==> config.mk <==
export PLATFORM = sky130hd
export DESIGN_NAME = eFpgaConfig
export DESIGN_NICKNAME = d
export VERILOG_FILES = /design/src/rtl/configPkg.sv /design/src/rtl/eFpgaConfig.sv /design/src/rtl/configFsm.sv /design/src/rtl/configApbPort.sv /design/src/rtl/configUart.sv
export VERILOG_INCLUDE_DIRS = /design/src /design/src/include
export SDC_FILE = /design/constraint.sdc
export NUM_CORES = 1
export LEC_CHECK = 0
export BUFFER_PORTS_ARGS = -buffer_cell sky130_fd_sc_hd__buf_2
export CORE_ASPECT_RATIO = 0.6
export CORE_MARGIN = 10
export CORE_UTILIZATION = 30
export DETAILED_ROUTE_END_ITERATION = 8
export PLACE_DENSITY = 0.52
export SETUP_SLACK_MARGIN = 0.4
export SYNTH_ARGS = -nofsm -noshare
export SYNTH_HDL_FRONTEND = slang
export SYNTH_SLANG_ARGS = --single-unit
==> constraint.sdc <==
create_clock -name CLK -period 3.25 [get_ports CLK]
set_input_delay 0.4875 -clock CLK [delete_from_list [all_inputs] [get_ports CLK]]
set_output_delay 0.4875 -clock CLK [all_outputs]
set_load 0.01 [all_outputs]
==> src/include/eFpgaConfig_cfg.svh <==
`ifndef EFPGA_CONFIG_CFG_SVH
`define EFPGA_CONFIG_CFG_SVH

// fabric geometry
`define CFG_NUMBER_OF_ROWS      16
`define CFG_ROW_SELECT_WIDTH    5
`define CFG_FRAME_BITS_PER_ROW  32

// address word bit that ends a configuration session
`define CFG_DESYNC_FLAG         20

// word that opens a configuration session
`define CFG_SYNC_WORD           32'hFAB0_FAB1

// all-ones row select, no row driven
`define CFG_ROW_IDLE            {`CFG_ROW_SELECT_WIDTH{1'b1}}

// uart line timing and framing
`define CFG_UART_BIT_CYCLES     8
`define CFG_UART_IDLE_BITS      24
`define CFG_UART_START_BYTE     8'h81

// apb register map
`define CFG_APB_DATA_OFFSET     8'h00
`define CFG_APB_STATUS_OFFSET   8'h04

`endif
==> src/rtl/configPkg.sv <==
`include "eFpgaConfig_cfg.svh"

package configPkg;

    // configuration word as seen by the fabric
    typedef logic [31:0] configWordT;

    typedef logic [`CFG_FRAME_BITS_PER_ROW-1:0] frameAddrT;
    typedef logic [`CFG_ROW_SELECT_WIDTH-1:0] rowSelT;

    typedef logic [7:0] uartByteT;
    typedef logic [7:0] apbAddrT;

    // 8N1 receiver phases
    typedef enum logic [1:0] {
        idle,
        start,
        data,
        stop
    } uartStateT;

    typedef enum logic [1:0] {
        waitSync,
        waitAddr,
        rowData
    } fsmStateT;

endpackage

==> src/rtl/eFpgaConfig.sv <==
`timescale 1ns/1ps

module eFpgaConfig
    import configPkg::*;
(
    input  logic       CLK,
    input  logic       arstN,
    input  logic       Rx,
    input  logic       PSEL,
    input  logic       PENABLE,
    input  logic       PWRITE,
    input  apbAddrT    PADDR,
    input  configWordT PWDATA,
    output configWordT PRDATA,
    output logic       PREADY,
    output logic       PSLVERR,
    input  logic       jtagActive,
    input  configWordT jtagWriteData,
    input  logic       jtagWriteStrobe,
    output configWordT configWriteData,
    output logic       configWriteStrobe,
    output frameAddrT  frameAddressRegister,
    output rowSelT     rowSelect,
    output logic       longFrameStrobe,
    output logic       comActive,
    output logic       receiveLed
);

    configWordT uartWriteData;
    logic       uartWriteStrobe;
    logic       uartComActive;
    logic       uartLed;
    configWordT selfWriteData;
    logic       selfWriteStrobe;
    logic       configuring;
    logic       sourceActive;
    logic       sourceActiveDly;
    logic       sourceStart;

    configUart uartInst (
        .CLK        (CLK),
        .arstN      (arstN),
        .rx         (Rx),
        .writeData  (uartWriteData),
        .writeStrobe(uartWriteStrobe),
        .comActive  (uartComActive),
        .receiveLed (uartLed)
    );

    configApbPort apbInst (
        .CLK            (CLK),
        .arstN          (arstN),
        .psel           (PSEL),
        .penable        (PENABLE),
        .pwrite         (PWRITE),
        .paddr          (PADDR),
        .pwdata         (PWDATA),
        .comActive      (uartComActive),
        .jtagActive     (jtagActive),
        .configuring    (configuring),
        .prdata         (PRDATA),
        .pready         (PREADY),
        .pslverr        (PSLVERR),
        .selfWriteData  (selfWriteData),
        .selfWriteStrobe(selfWriteStrobe)
    );

    // jtag over uart over cpu, unselected words are lost
    assign configWriteData   = jtagActive    ? jtagWriteData   :
                               uartComActive ? uartWriteData   : selfWriteData;
    assign configWriteStrobe = jtagActive    ? jtagWriteStrobe :
                               uartComActive ? uartWriteStrobe : selfWriteStrobe;

    // rising edge of any external source restarts the fsm
    assign sourceActive = jtagActive || uartComActive;

    always_ff @(posedge CLK or negedge arstN) begin
        if (!arstN) begin
            sourceActiveDly <= 1'b0;
        end else begin
            sourceActiveDly <= sourceActive;
        end
    end

    assign sourceStart = sourceActive && !sourceActiveDly;

    configFsm fsmInst (
        .CLK                 (CLK),
        .arstN               (arstN),
        .writeData           (configWriteData),
        .writeStrobe         (configWriteStrobe),
        .restart             (sourceStart),
        .frameAddressRegister(frameAddressRegister),
        .rowSelect           (rowSelect),
        .longFrameStrobe     (longFrameStrobe),
        .configuring         (configuring)
    );

    assign comActive  = uartComActive;
    assign receiveLed = uartLed ^ jtagWriteStrobe;

endmodule

==> src/rtl/configFsm.sv <==
`timescale 1ns/1ps
`include "eFpgaConfig_cfg.svh"

module configFsm
    import configPkg::*;
(
    input  logic       CLK,
    input  logic       arstN,
    input  configWordT writeData,
    input  logic       writeStrobe,
    input  logic       restart,
    output frameAddrT  frameAddressRegister,
    output rowSelT     rowSelect,
    output logic       longFrameStrobe,
    output logic       configuring
);

    localparam rowSelT LastRow = rowSelT'(`CFG_NUMBER_OF_ROWS - 1);
    localparam rowSelT RowIdle = `CFG_ROW_IDLE;

    fsmStateT state;
    logic     syncSeen;
    logic     desync;
    logic     lastRow;

    assign syncSeen = (writeData == `CFG_SYNC_WORD);
    assign desync   = writeData[`CFG_DESYNC_FLAG];
    assign lastRow  = (rowSelect == LastRow);

    // rowSelect doubles as the row counter
    always_ff @(posedge CLK or negedge arstN) begin
        if (!arstN) begin
            state                <= waitSync;
            rowSelect            <= RowIdle;
            frameAddressRegister <= '0;
            longFrameStrobe      <= 1'b0;
        end else begin
            longFrameStrobe <= 1'b0;
            if (restart) begin
                // new source took over, drop any frame in progress
                state     <= waitSync;
                rowSelect <= RowIdle;
            end else if (writeStrobe) begin
                case (state)
                    waitSync: begin
                        if (syncSeen) begin
                            state <= waitAddr;
                        end
                    end
                    waitAddr: begin
                        if (desync) begin
                            state <= waitSync;
                        end else begin
                            frameAddressRegister <= writeData[`CFG_FRAME_BITS_PER_ROW-1:0];
                            rowSelect            <= '0;
                            state                <= rowData;
                        end
                    end
                    rowData: begin
                        if (lastRow) begin
                            // frame complete, next word is another address
                            longFrameStrobe <= 1'b1;
                            rowSelect       <= RowIdle;
                            state           <= waitAddr;
                        end else begin
                            rowSelect <= rowSelect + 1'b1;
                        end
                    end
                    default: begin
                        state     <= waitSync;
                        rowSelect <= RowIdle;
                    end
                endcase
            end
        end
    end

    assign configuring = (state != waitSync);

endmodule

==> src/rtl/configApbPort.sv <==
`timescale 1ns/1ps
`include "eFpgaConfig_cfg.svh"

module configApbPort
    import configPkg::*;
(
    input  logic       CLK,
    input  logic       arstN,
    input  logic       psel,
    input  logic       penable,
    input  logic       pwrite,
    input  apbAddrT    paddr,
    input  configWordT pwdata,
    input  logic       comActive,
    input  logic       jtagActive,
    input  logic       configuring,
    output configWordT prdata,
    output logic       pready,
    output logic       pslverr,
    output configWordT selfWriteData,
    output logic       selfWriteStrobe
);

    logic accessPhase;
    logic dataHit;
    logic statusHit;
    logic dataWrite;
    logic statusRead;

    assign accessPhase = psel && penable;
    assign dataHit     = (paddr == `CFG_APB_DATA_OFFSET);
    assign statusHit   = (paddr == `CFG_APB_STATUS_OFFSET);
    assign dataWrite   = accessPhase && pwrite && dataHit;
    assign statusRead  = accessPhase && !pwrite && statusHit;

    // zero wait states
    assign pready = 1'b1;

    // status is read-only, data reads back as zero
    assign pslverr = accessPhase && !(dataHit || statusRead);

    assign prdata = statusRead ? {29'd0, configuring, jtagActive, comActive} : '0;

    always_ff @(posedge CLK or negedge arstN) begin
        if (!arstN) begin
            selfWriteStrobe <= 1'b0;
        end else begin
            selfWriteStrobe <= dataWrite;
        end
    end

    always_ff @(posedge CLK) begin
        if (dataWrite) begin
            selfWriteData <= pwdata;
        end
    end

endmodule

==> src/rtl/configUart.sv <==
`timescale 1ns/1ps
`include "eFpgaConfig_cfg.svh"

module configUart
    import configPkg::*;
(
    input  logic       CLK,
    input  logic       arstN,
    input  logic       rx,
    output configWordT writeData,
    output logic       writeStrobe,
    output logic       comActive,
    output logic       receiveLed
);

    localparam int BitCycles  = `CFG_UART_BIT_CYCLES;
    localparam int HalfBit    = BitCycles / 2;
    localparam int IdleCycles = `CFG_UART_IDLE_BITS * BitCycles;
    localparam int TimerWidth = $clog2(BitCycles);
    localparam int IdleWidth  = $clog2(IdleCycles + 1);

    localparam logic [TimerWidth-1:0] BitLast  = TimerWidth'(BitCycles - 1);
    localparam logic [TimerWidth-1:0] HalfLast = TimerWidth'(HalfBit - 1);
    localparam logic [IdleWidth-1:0]  IdleLast = IdleWidth'(IdleCycles - 1);

    logic                  rxMeta;
    logic                  rxSync;
    uartStateT             state;
    logic [TimerWidth-1:0] bitTimer;
    logic [2:0]            bitIndex;
    uartByteT              rxShift;
    logic [1:0]            byteCount;
    logic [IdleWidth-1:0]  idleCount;
    configWordT            wordShift;
    logic                  byteDone;
    logic                  idleTimeout;

    // two-flop synchronizer, line idles high
    always_ff @(posedge CLK or negedge arstN) begin
        if (!arstN) begin
            rxMeta <= 1'b1;
            rxSync <= 1'b1;
        end else begin
            rxMeta <= rx;
            rxSync <= rxMeta;
        end
    end

    always_ff @(posedge CLK or negedge arstN) begin
        if (!arstN) begin
            state    <= idle;
            bitTimer <= '0;
            bitIndex <= '0;
        end else begin
            case (state)
                idle: begin
                    bitTimer <= '0;
                    bitIndex <= '0;
                    if (!rxSync) begin
                        state <= start;
                    end
                end
                start: begin
                    if (bitTimer == HalfLast) begin
                        bitTimer <= '0;
                        // low pulse shorter than half a bit is a glitch
                        state    <= rxSync ? idle : data;
                    end else begin
                        bitTimer <= bitTimer + 1'b1;
                    end
                end
                data: begin
                    if (bitTimer == BitLast) begin
                        bitTimer <= '0;
                        bitIndex <= bitIndex + 1'b1;
                        if (bitIndex == 3'd7) begin
                            state <= stop;
                        end
                    end else begin
                        bitTimer <= bitTimer + 1'b1;
                    end
                end
                default: begin
                    // stop bit, sampled at its middle
                    if (bitTimer == BitLast) begin
                        bitTimer <= '0;
                        state    <= idle;
                    end else begin
                        bitTimer <= bitTimer + 1'b1;
                    end
                end
            endcase
        end
    end

    // lsb arrives first on the line
    always_ff @(posedge CLK) begin
        if (state == data && bitTimer == BitLast) begin
            rxShift <= {rxSync, rxShift[7:1]};
        end
    end

    // framing error drops the byte
    assign byteDone    = (state == stop) && (bitTimer == BitLast) && rxSync;
    assign idleTimeout = comActive && rxSync && (idleCount == IdleLast);

    always_ff @(posedge CLK or negedge arstN) begin
        if (!arstN) begin
            comActive   <= 1'b0;
            byteCount   <= '0;
            idleCount   <= '0;
            writeStrobe <= 1'b0;
            receiveLed  <= 1'b0;
        end else begin
            writeStrobe <= 1'b0;
            if (!comActive || !rxSync) begin
                idleCount <= '0;
            end else begin
                idleCount <= idleCount + 1'b1;
            end
            if (idleTimeout) begin
                // end of packet, partial word discarded
                comActive <= 1'b0;
                byteCount <= '0;
            end else if (byteDone) begin
                if (!comActive) begin
                    if (rxShift == `CFG_UART_START_BYTE) begin
                        comActive <= 1'b1;
                        byteCount <= '0;
                    end
                end else begin
                    byteCount <= byteCount + 1'b1;
                    if (byteCount == 2'd3) begin
                        writeStrobe <= 1'b1;
                        receiveLed  <= ~receiveLed;
                    end
                end
            end
        end
    end

    // msb first packing
    always_ff @(posedge CLK) begin
        if (byteDone && comActive) begin
            wordShift <= {wordShift[23:0], rxShift};
        end
    end

    assign writeData = wordShift;

endmodule

==> key figures, run 1 <==
Status
  • Run status: complete, no violations

Timing
  • Clock Skew: 0.0141 ns
  • RSZ-0062 raised after global routing: no
  • Slew @ Worst Pin: approximately 0.62 ns
  • Fin crit share: 0.818
  • Worst hold slack: 0.0126 ns
  • Final setup TNS: 0 ns
  • Fmax: 376 MHz
  • Final setup fails: 0
  • Max Slew Vio Count: 0
  • Slew headroom: 0.586
  • Hold Vio Cnt, Final: 0
  • Min Tclk post-route: ~2.7 ns

Clock tree
  • Later-pin clock latency in the skew report: 0.41 ns
  • CTS H-tree lvls: 4
  • CTS tree: built
  • Clock root cell: clkbuf_16
  • CTS buffer count: 17
  • Max clock buf depth: 2
  • Clk slew on worst S/H paths: 0.06 ns
  • CTS Sinks: 136

GRT
  • Antenna violations before repair: 0
  • Largest net degree at the start of global routing: 40
  • Remaining global-route overflow: 0
  • Gr usage total: 0.126
  • Vias in the first global route: ~4300
  • First-pass GRT wire length: 25600 um

Routing
  • DRT Wirelength: between 15000 and 20000 um
  • Routed Antenna Nets: 0
  • Starting DRT DRC Count: 254
  • Vias: 4081
  • Vias per cell: 4.47
  • Residual DRC: 0
  • Avg WL per Cell: 18.6 um
  • 1st-pass router iterations: 5

Die
  • Core area: approximately 0.02 mm^2
  • Die area: 0.0266 mm^2
  • Num ports: 187
  • Die Y: ~130 um
  • Starting Density: 0.305
  • Cell row count: 40
  • Die width: 204 um

Logic synthesis
  • Syn avg cell area: roughly 13 um^2
  • Seq/Total Area, Yosys: 0.619
  • Post-synth ARST share: 0.471
  • Number of synthesized flops with an enable pin: approximately 70
  • YS warnings: 0
  • Distinct cell type count after synthesis: 57
  • Cells after synthesis: 457
  • Seq cells post-synth: 136
  • Syn Std Cell Area: 0.00609 mm^2
  • Primary FF master, synth: edfxtp_1

Place
  • Port Buffers: 155
  • Post-Place Cells: 880
  • Hpwl dp: 13300 um
  • GP Congestion: 0.817

Worst setup path
  • Buf/Inv on CP: 3
  • CP Launch Type: primary input
  • Worst path max stage delay: 0.54 ns
  • Cell family with most CP delay: simple AND/OR/NAND/NOR gates
  • Crit path max-delay cell type: or4_1
  • CP Max Fanout: 3
  • Setup crit end kind: primary output
  • Worst path most repeated cell: buf_2
  • Critical path type: in -> out
  • Worst path required time: 2.76 ns
  • Crit path DAT: 2.17 ns
  • Critical-path cell list: buf_2 -> or4_1 -> nor4_2 -> nand3_1 -> nor3b_2 -> buf_4 -> o21a_1 -> buf_2

Final layout
  • # nets final: 716
  • Diode count: 0
  • FILL cells: 1945
  • Share of post-route cells with drive strength above 1: 0.347
  • Area delta synth->final: 25.3%
  • Cell Count, Final, Fillers Out: roughly 900

Power
  • Pwr Total: 4170 uW
  • Leak: between 0.003 and 0.004 uW
  • PwrDens: 546 mW/mm^2
  • Worst ir drop on vdd: 0.363 mV

Worst hold path
  • Min-Delay Path Class: in -> async

Flow run
  • Max Cap Violations: 0
-- routing by layer --
metal,up-vias,track usage,part of all wire
li1,1930,-,-
met1,1982,0.170,0.49
met2,162,0.186,0.42
met3,7,0.0443,0.085
met4,0,0.0368,0.0046
met5,-,0,0
-- registers in the layout, summed over array words and instances (netlist names) --
name and flops:
uartInst.writeStrobe 1, fsmInst.longFrameStrobe 1, uartInst.rxSync 1, uartInst.state 2, uartInst.receiveLed 1, sourceActiveDly 1, uartInst.writeData 32, uartInst.comActive 1
uartInst.bitTimer 3, uartInst.rxMeta 1, uartInst.rxShift 8, uartInst.byteCount 2, fsmInst.rowSelect 5, fsmInst.state 2, fsmInst.frameAddressRegister 31, uartInst.bitIndex 3
uartInst.idleCount 8, apbInst.selfWriteStrobe 1, apbInst.selfWriteData 32
-- Yosys cell counts, drive strengths merged, types with 2 or more instances --
cell,count,share of area
edfxtp,72,0.35
dfrtp,57,0.23
nand2,44,0.027
buf,43,0.056
o21ai,37,0.035
mux2i,35,0.058
mux2,33,0.061
nor2,20,0.012
ha,10,0.021
inv,9,0.0055
a21oi,8,0.0072
dfstp,7,0.030
nor2b,6,0.0062
xor2,6,0.0086
a31oi,5,0.0051
clkbuf,5,0.0031
nand3,5,0.0041
a22o,4,0.0058
and2,4,0.0041
nand2b,4,0.0041
nor4,4,0.0076
nor4b,4,0.0058
and3,3,0.0031
nand4,3,0.0031
nor3,3,0.0033
xnor2,3,0.0043
conb,2,0.0012
nor3b,2,0.0025
o22a,2,0.0029
or2,2,0.0021
-- metrics by stage --
stage | utilization | worst slack (ns) | cell area (um^2)
after global placement | 0.354 | 0.570 | 7080
final | 0.382 | 0.591 | 7630
after global routing | 0.382 | 0.477 | 7630
after floorplan | - | 0.513 | 6210
after CTS | 0.382 | 0.449 | 7620
after detailed placement | 0.354 | 0.449 | 7080
-- power by group --
part	leakage (uW)	switching [uW]	internal (uW)	total, uW
registers	0.00149	78.7	1880	1960
logic	0.00160	230	178	408
clock network	0.000267	702	1090	1800
-- cell usage in the layout, fill, tap and decap left out, types with 3 or more instances in the layout --
| master | synthesis | final |
|---|---|---|
| o21ai_2 | 8 | 8 |
| conb_1 | 2 | 31 |
| mux2_1 | 32 | 32 |
| and2_1 | 4 | 4 |
| clkinv_2 | 0 | 4 |
| a21oi_1 | 7 | 7 |
| inv_1 | 8 | 8 |
| buf_4 | 32 | 14 |
| nor2b_1 | 6 | 6 |
| edfxtp_1 | 72 | 72 |
| nand4_1 | 3 | 3 |
| nor2_1 | 20 | 20 |
| o21ai_0 | 3 | 3 |
| mux2i_1 | 35 | 35 |
| buf_2 | 6 | 155 |
| clkbuf_1 | 5 | 6 |
| a22o_1 | 4 | 4 |
| a31oi_1 | 5 | 5 |
| dfrtp_1 | 57 | 56 |
| and3_1 | 3 | 3 |
| dfstp_2 | 7 | 7 |
| nand2_1 | 44 | 44 |
| xnor2_1 | 3 | 3 |
| nand2b_1 | 4 | 4 |
| xor2_1 | 6 | 6 |
| ha_1 | 10 | 10 |
| nor4b_1 | 4 | 4 |
| nand3_1 | 5 | 5 |
| o21ai_1 | 26 | 26 |
| clkbuf_16 | 0 | 18 |
-- final timing paths --
| kind | startpoint | end | slack (ns) | cells past startpoint |
|---|---|---|---|---|
| max in group asynchronous | arstN | fsmInst.rowSelect[2] | 2.48 | 2 |
| min | arstN | fsmInst.frameAddressRegister[13] | 0.01 | 1 |
| max reg2reg | uartInst.comActive | fsmInst.state[0] | 0.62 | 7 |
| max | PADDR[5] | PRDATA[2] | 0.59 | 8 |
| min in group CLK | Rx | uartInst.rxMeta | 0.17 | 1 |
| min reg2reg | uartInst.rxMeta | uartInst.rxSync | 0.36 | 0 |
-- worst register-to-register path, cell delays in order (launching register included) --
cell	delay (ns)
dfrtp_2	0.71
buf_4	0.34
mux2i_1	0.25
o21ai_1	0.13
nor4b_1	0.49
and4_1	0.38
a221oi_2	0.09
nor3_2	0.17
-- timing repair --
action                                  4_1_cts  5_1_grt
gates resized for setup                       0        2
endpoints found under the setup margin        0        3
hold buffers                                  0        0
buffers inserted                              0        0
-- cell type report --
class,instances,area [um^2],area share
Timing Repair Buffer,169,881,0.115
Clock buffer,24,473,0.0619
Multi-Input combinational cell,293,2060,0.270
Sequential cell,136,3770,0.494
Tap cell,273,342,0.0447
Clock inverter,8,72.6,0.00951
Inverter,9,33.8,0.00442
-- cell families after synthesis --
kind of cell,Yosys count,share of synthesized area
mux,68,0.119
xor+xnor,9,0.0129
flops,136,0.619
simple gates,111,0.0953
fa+ha+maj,10,0.0205
other cells,2,0.00123
compound gates,64,0.0680
buf+inv,57,0.0643
Power figures use the tool's default switching activity.
==> run 2: changes to the inputs <==
--- a/config.mk
+++ b/config.mk
@@ -11,7 +11,7 @@
 export CORE_MARGIN = 10
 export CORE_UTILIZATION = 30
 export DETAILED_ROUTE_END_ITERATION = 8
-export PLACE_DENSITY = 0.52
+export PLACE_DENSITY = 0.54
 export SETUP_SLACK_MARGIN = 0.4
 export SYNTH_ARGS = -nofsm -noshare
 export SYNTH_HDL_FRONTEND = slang
==> constraint.sdc (replaced) <==
create_clock -name CLK -period 2.25 [get_ports CLK]
set_input_delay 0.3375 -clock CLK [delete_from_list [all_inputs] [get_ports CLK]]
set_output_delay 0.3375 -clock CLK [all_outputs]
set_load 0.01 [all_outputs]
==> run 2 against run 1 <==
Utilization rose by 8.9 points; highest routed layer is now met5; largest cell class unchanged; combinational power rose by 94%; critical path depth rose by 1; clock skew fell by 0.0017 ns; final cell count rose by 8.7%; die area did not move.
==> key figures, run 2 (synthesis results as in run 1) <==
Final layout
  • # nets final: 794
  • Commonest non-fill, non-tap cell in the layout: buf_2
  • Final Util: 0.471
  • Commonest non-fill, non-tap cells in the layout: 132 x buf_2, 72 x edfxtp_1, 56 x dfrtp_1
  • Area delta synth->final: 54.5%
  • Share of post-route cells with drive strength above 1: 0.565
  • Fin area: 0.00941 mm^2

Worst setup path
  • CP Launch Type: flop
  • Worst path most repeated cell: buf_8
  • Setup crit end kind: flop
  • Critical path type: reg -> reg
  • Critical-path cell list: buf_6 -> buf_16 -> or2_4 -> nor2b_4 -> nor4_4 -> buf_4 -> buf_8 -> buf_8 -> mux2_4
  • Crit path DAT: 2.53 ns
  • Crit path max-delay cell type: dfrtp_2
  • CP Max Fanout: 6
  • Buf/Inv on CP: 5
  • Worst path required time: approximately 2.6 ns
  • Worst path max stage delay: 0.43 ns
  • Cell family with most CP delay: buffers and inverters

Clock tree
  • CTS tree: built
  • Max clock buf depth: 2
  • CTS H-tree lvls: 4
  • Later-pin clock latency in the skew report: 0.42 ns
  • Clock root cell: clkbuf_16
  • CTS buffer count: 17
  • Clk slew on worst S/H paths: 0.06 ns
  • CTS Sinks: about 140

Die
  • Cell row count: 40
  • Die Y: 130 um
  • Die area: between 0.02 and 0.03 mm^2
  • Die width: approximately 200 um
  • Core area: ~0.020 mm^2
  • Num ports: 187
  • Starting Density: 0.305

Routing
  • Vias per cell: 4.65
  • Vias: 4612
  • DRT Wirelength: 20200 um
  • 1st-pass router iterations: 4
  • Routed Antenna Nets: 0
  • Avg WL per Cell: between 20 and 25 um
  • Starting DRT DRC Count: 257
  • Residual DRC: 0

Place
  • Hpwl dp: 13700 um
  • DP Area: approximately 0.0074 mm^2
  • GP Congestion: roughly 0.86
  • Port Buffers: approximately 160

GRT
  • Gr usage total: 0.141
  • Antenna violations before repair: 1
  • Vias in the first global route: 4690
  • Largest net degree at the start of global routing: 34
  • Remaining global-route overflow: 0
  • First-pass GRT wire length: 28400 um

Power
  • Pwr Total: 6510 uW
  • Worst ir drop on vdd: roughly 0.56 mV
  • Leak: 0.00405 uW
  • PwrDens: between 600 and 700 mW/mm^2

Timing
  • Hold Vio Cnt, Final: 0
  • RSZ-0062 raised after global routing: yes
  • Slew headroom: 0.429
  • Fmax: 448 MHz
  • Max Slew Vio Count: 0
  • Slew @ Worst Pin: 0.857 ns
  • Final setup fails: 0
  • Fin crit share: 0.993
  • Clock Skew: ~0.012 ns
  • Final setup TNS: 0 ns
  • Worst hold slack: 0.0222 ns
  • Min Tclk post-route: ~2.2 ns

Flow run
  • Max Cap Violations: 0

Status
  • Run status: complete, no violations

Worst hold path
  • Min-Delay Path Class: in -> async
==> run 2: cell count changes in the layout (fill, tap and decap cells not counted), sizes merged <==
cell	change
buf	+75
bufinv	+2
clkbuf	-3
clkinv	-1
clkinvlp	+2
diode	+1
dlygate4sd3	+1
inv	+2
==> run 2: layout make-up <==
| class | count | area (um^2) |
|---|---|---|
| Antenna cell | 1 | 2.50 |
| Clock buffer | 19 | 433 |
| Clock inverter | 13 | 170 |
| Fill cell | 1737 | 10600 |
| Inverter | 9 | 33.8 |
| Multi-Input combinational cell | 293 | 2700 |
| Sequential cell | 136 | 3770 |
| Tap cell | 273 | 342 |
| Timing Repair Buffer | 247 | 1960 |
==> run 2: final timing paths <==
| path | cells past startpoint | slack, ns | startpoint | end |
|---|---|---|---|---|
| worst max-delay path | 9 | 0.02 | uartInst.comActive | fsmInst.frameAddressRegister[3] |
| worst min-delay path | 1 | 0.02 | arstN | fsmInst.frameAddressRegister[9] |
| worst max register to register | 9 | 0.02 | uartInst.comActive | fsmInst.frameAddressRegister[3] |
| worst min register to register | 0 | 0.36 | uartInst.rxMeta | uartInst.rxSync |
| max in group asynchronous | 2 | 1.51 | arstN | fsmInst.rowSelect[3] |
| min in group CLK | 1 | 0.09 | PWDATA[30] | apbInst.selfWriteData[30] |
==> run 2: what timing repair did <==
| item | 4_1_cts | 5_1_grt |
|---|---|---|
| hold endpoints to repair | 1 | 0 |
| gates resized for setup | 100 | 89 |
| gates cloned | 6 | 3 |
| buffers inserted | 31 | 18 |
| pin swaps | 21 | 26 |
| setup endpoints to repair | 71 | 110 |
| hold buffers | 1 | 0 |
==> run 2: metal layers <==
metal	wire, um	vias up	share of wire	GRT usage
met1	9630	2296	0.48	0.194
met3	1630	18	0.081	0.0509
li1	-	2098	-	-
met4	212	2	0.011	0.0438
met2	8700	198	0.43	0.203
met5	13	-	0.00064	0
==> run 2: metrics by stage <==
step	cells	setup WS [ns]
floorplan	486	-0.255
global placement	899	-0.0762
detailed placement	899	-0.0735
CTS	969	0.00861
global route	990	-0.0297
finish	991	0.0159
==> run 2: power breakdown <==
group,switching (uW),leakage [uW],internal [uW]
registers,128,0.00149,2720
logic,397,0.00227,393
clock network,1120,0.000285,1760
==> run 3: changes to the inputs <==
--- a/config.mk
+++ b/config.mk
@@ -11,7 +11,7 @@
 export CORE_MARGIN = 10
 export CORE_UTILIZATION = 30
 export DETAILED_ROUTE_END_ITERATION = 8
-export PLACE_DENSITY = 0.54
+export PLACE_DENSITY = 0.52
 export SETUP_SLACK_MARGIN = 0.4
 export SYNTH_ARGS = -nofsm -noshare
 export SYNTH_HDL_FRONTEND = slang
==> constraint.sdc (replaced) <==
create_clock -name CLK -period 2.1 [get_ports CLK]
set_input_delay 0.105 -clock CLK [delete_from_list [all_inputs] [get_ports CLK]]
set_output_delay 0.105 -clock CLK [all_outputs]
set_load 0.01 [all_outputs]
==> run 3 against run 2 <==
Critical path depth decreased by 1; power is 2.2% higher; combinational power rose by 13%; critical path type unchanged; largest cell class unchanged.
==> key figures, run 3 (synthesis results as in run 1) <==
Worst setup path
  • Flop2flop setup slack: roughly 0.14 ns
  • Critical path type: reg -> reg
  • CP Launch Type: flop
  • Worst path max stage delay: 0.43 ns
  • R2r worst-path depth: 8
  • Critical-path cell list: buf_6 -> buf_12 -> mux2i_4 -> o21ai_2 -> nand4_1 -> nor4_4 -> a221oi_2 -> nor3_2
  • Worst r2r src: uartInst.comActive
  • Crit path DAT: 2.30 ns
  • Cell family with most CP delay: simple AND/OR/NAND/NOR gates
  • Buf/Inv on CP: 2
  • Worst path required time: 2.44 ns
  • Crit path max-delay cell type: dfrtp_2
  • CP Launch Point: uartInst.comActive
  • Setup crit end kind: flop
  • CP Max Fanout: 8
  • R2r endpoint: fsmInst.state[0]
  • Crit path depth: 8

Die
  • Num ports: roughly 190
  • Cell row count: 40
  • Core area: ~0.02 mm^2
  • Die Y: 130 um
  • Starting Density: 0.305
  • Die area: 0.0266 mm^2
  • Die width: 204 um

Routing
  • DRT Wirelength: 18500 um
  • 1st-pass router iterations: 4
  • Starting DRT DRC Count: between 200 and 250
  • Residual DRC: 0
  • Vias per cell: 4.42
  • Routed Antenna Nets: 0
  • Avg WL per Cell: about 18 um
  • Vias: between 4000 and 5000

Final layout
  • Commonest non-fill, non-tap cell in the layout: buf_2
  • # nets final: 814
  • Area delta synth->final: 53.0%
  • Diode count: 0
  • Commonest non-fill, non-tap cells in the layout: 138 x buf_2, 72 x edfxtp_1, 56 x dfrtp_1
  • Share of post-route cells with drive strength above 1: 0.520

Timing
  • Clock Skew: 0.00572 ns
  • Slew @ Worst Pin: 0.677 ns
  • Min setup slack post-route: 0.135 ns
  • RSZ-0062 raised after global routing: yes
  • Fmax: slightly above 500 MHz
  • Final setup TNS: 0 ns
  • Final setup fails: 0
  • Fin crit share: 0.936
  • Slew headroom: 0.549
  • Max Slew Vio Count: 0
  • Hold Vio Cnt, Final: 0
  • Min Tclk post-route: 1.96 ns

Clock tree
  • Later-pin clock latency in the skew report: about 0.41 ns
  • Clock root cell: clkbuf_16
  • CTS Sinks: about 140
  • Max clock buf depth: 2
  • CTS H-tree lvls: 4
  • Clk slew on worst S/H paths: 0.06 ns
  • CTS tree: built
  • CTS buffer count: 17

Power
  • Internal: 5010 uW
  • PwrDens: 714 mW/mm^2
  • Worst ir drop on vdd: ~0.56 mV
  • Leak: 0.00404 uW
  • Net Switching: 1650 uW
  • Share of total power in the clock network: 0.411
  • Combinational Power Share: 0.134
  • Switch share: 0.248
  • Seq pwr share: 0.455

Status
  • Run status: complete, no violations

Worst hold path
  • Hold depth: 4
  • Min-Delay Endpoint: fsmInst.frameAddressRegister[2]
  • Hold Path Origin: jtagWriteData[2]
  • Min-Delay Path Class: in -> reg

GRT
  • Gr usage total: 0.137
  • Antenna violations before repair: 0
  • Largest net degree at the start of global routing: 34
  • First-pass GRT wire length: 27800 um
  • Vias in the first global route: 4707
  • Remaining global-route overflow: 0

Place
  • Hpwl dp: about 13000 um
  • Setup slack at placement: roughly 0.11 ns
  • GP Congestion: between 0.8 and 0.9
  • Port Buffers: 155

Flow run
  • Max Cap Violations: 0
-- run 3: changes by cell type in the layout (fill, tap and decap cells not counted), sizes merged --
cell,change
dlygate4sd3,+33
buf,-13
clkbuf,+3
inv,-3
bufinv,-2
clkinv,+2
diode,-1
-- run 3: how the worst max path moves through the flow --
stage,endpoint,slack [ns]
after floorplan,apbInst.selfWriteData[0],-0.17
after global placement,fsmInst.state[0],0.13
after detailed placement,fsmInst.state[0],0.11
after CTS,fsmInst.frameAddressRegister[16],0.15
after global routing,fsmInst.frameAddressRegister[16],0.04
final,fsmInst.state[0],0.14
-- run 3: power by group through the flow --
stage	Sequential (uW)	Clock (uW)	Combinational, uW
after floorplan	3050	0	496
after global placement	3070	0	741
after detailed placement	3080	0	767
after CTS	3030	2820	858
after global routing	3040	2940	992
final	3030	2740	894
-- run 3: layout make-up --
cell class / instances / area, um^2
Sequential cell: 136 / 3770
Clock inverter: 10 / 81.3
Multi-Input combinational cell: 293 / 2570
Tap cell: 273 / 342
Fill cell: 1825 / 10600
Clock buffer: 22 / 454
Timing Repair Buffer: 267 / 2060
Inverter: 9 / 36.3
-- run 3: through the flow --
| stage | cells | instance area (um^2) | hold WS, ns | util | power (uW) |
|---|---|---|---|---|---|
| floorplan | 486 | 6480 | -0.191 | - | 3550 |
| CTS | 995 | 8940 | 0.0438 | 0.447 | 6710 |
| global placement | 897 | 7530 | 0.175 | 0.377 | 3810 |
| global route | 1010 | 9320 | 0.0625 | 0.467 | 6980 |
| detailed placement | 897 | 7530 | 0.189 | 0.377 | 3840 |
| finish | 1010 | 9320 | 0.0775 | 0.467 | 6660 |
-- run 3: per-layer routing --
layer,up-vias,track usage,wire (um)
li1,2133,-,-
met1,2224,0.180,8670
met2,93,0.217,8750
met3,10,0.0477,958
met4,0,0.0295,131
met5,-,0,0
-- run 3: what timing repair did --
item	in CTS	in global routing
setup buffers	29	13
pin swaps	19	24
resized for setup	57	46
setup endpoints to repair	96	91
endpoints found under the hold margin	55	0
hold buffers	34	0
gates cloned	3	2
-- run 3: tightest hold or removal path, stage by stage --
cell and delay [ns]:
buf_2 0.08, nand2_1 0.05, o21ai_2 0.08, mux2_4 0.14
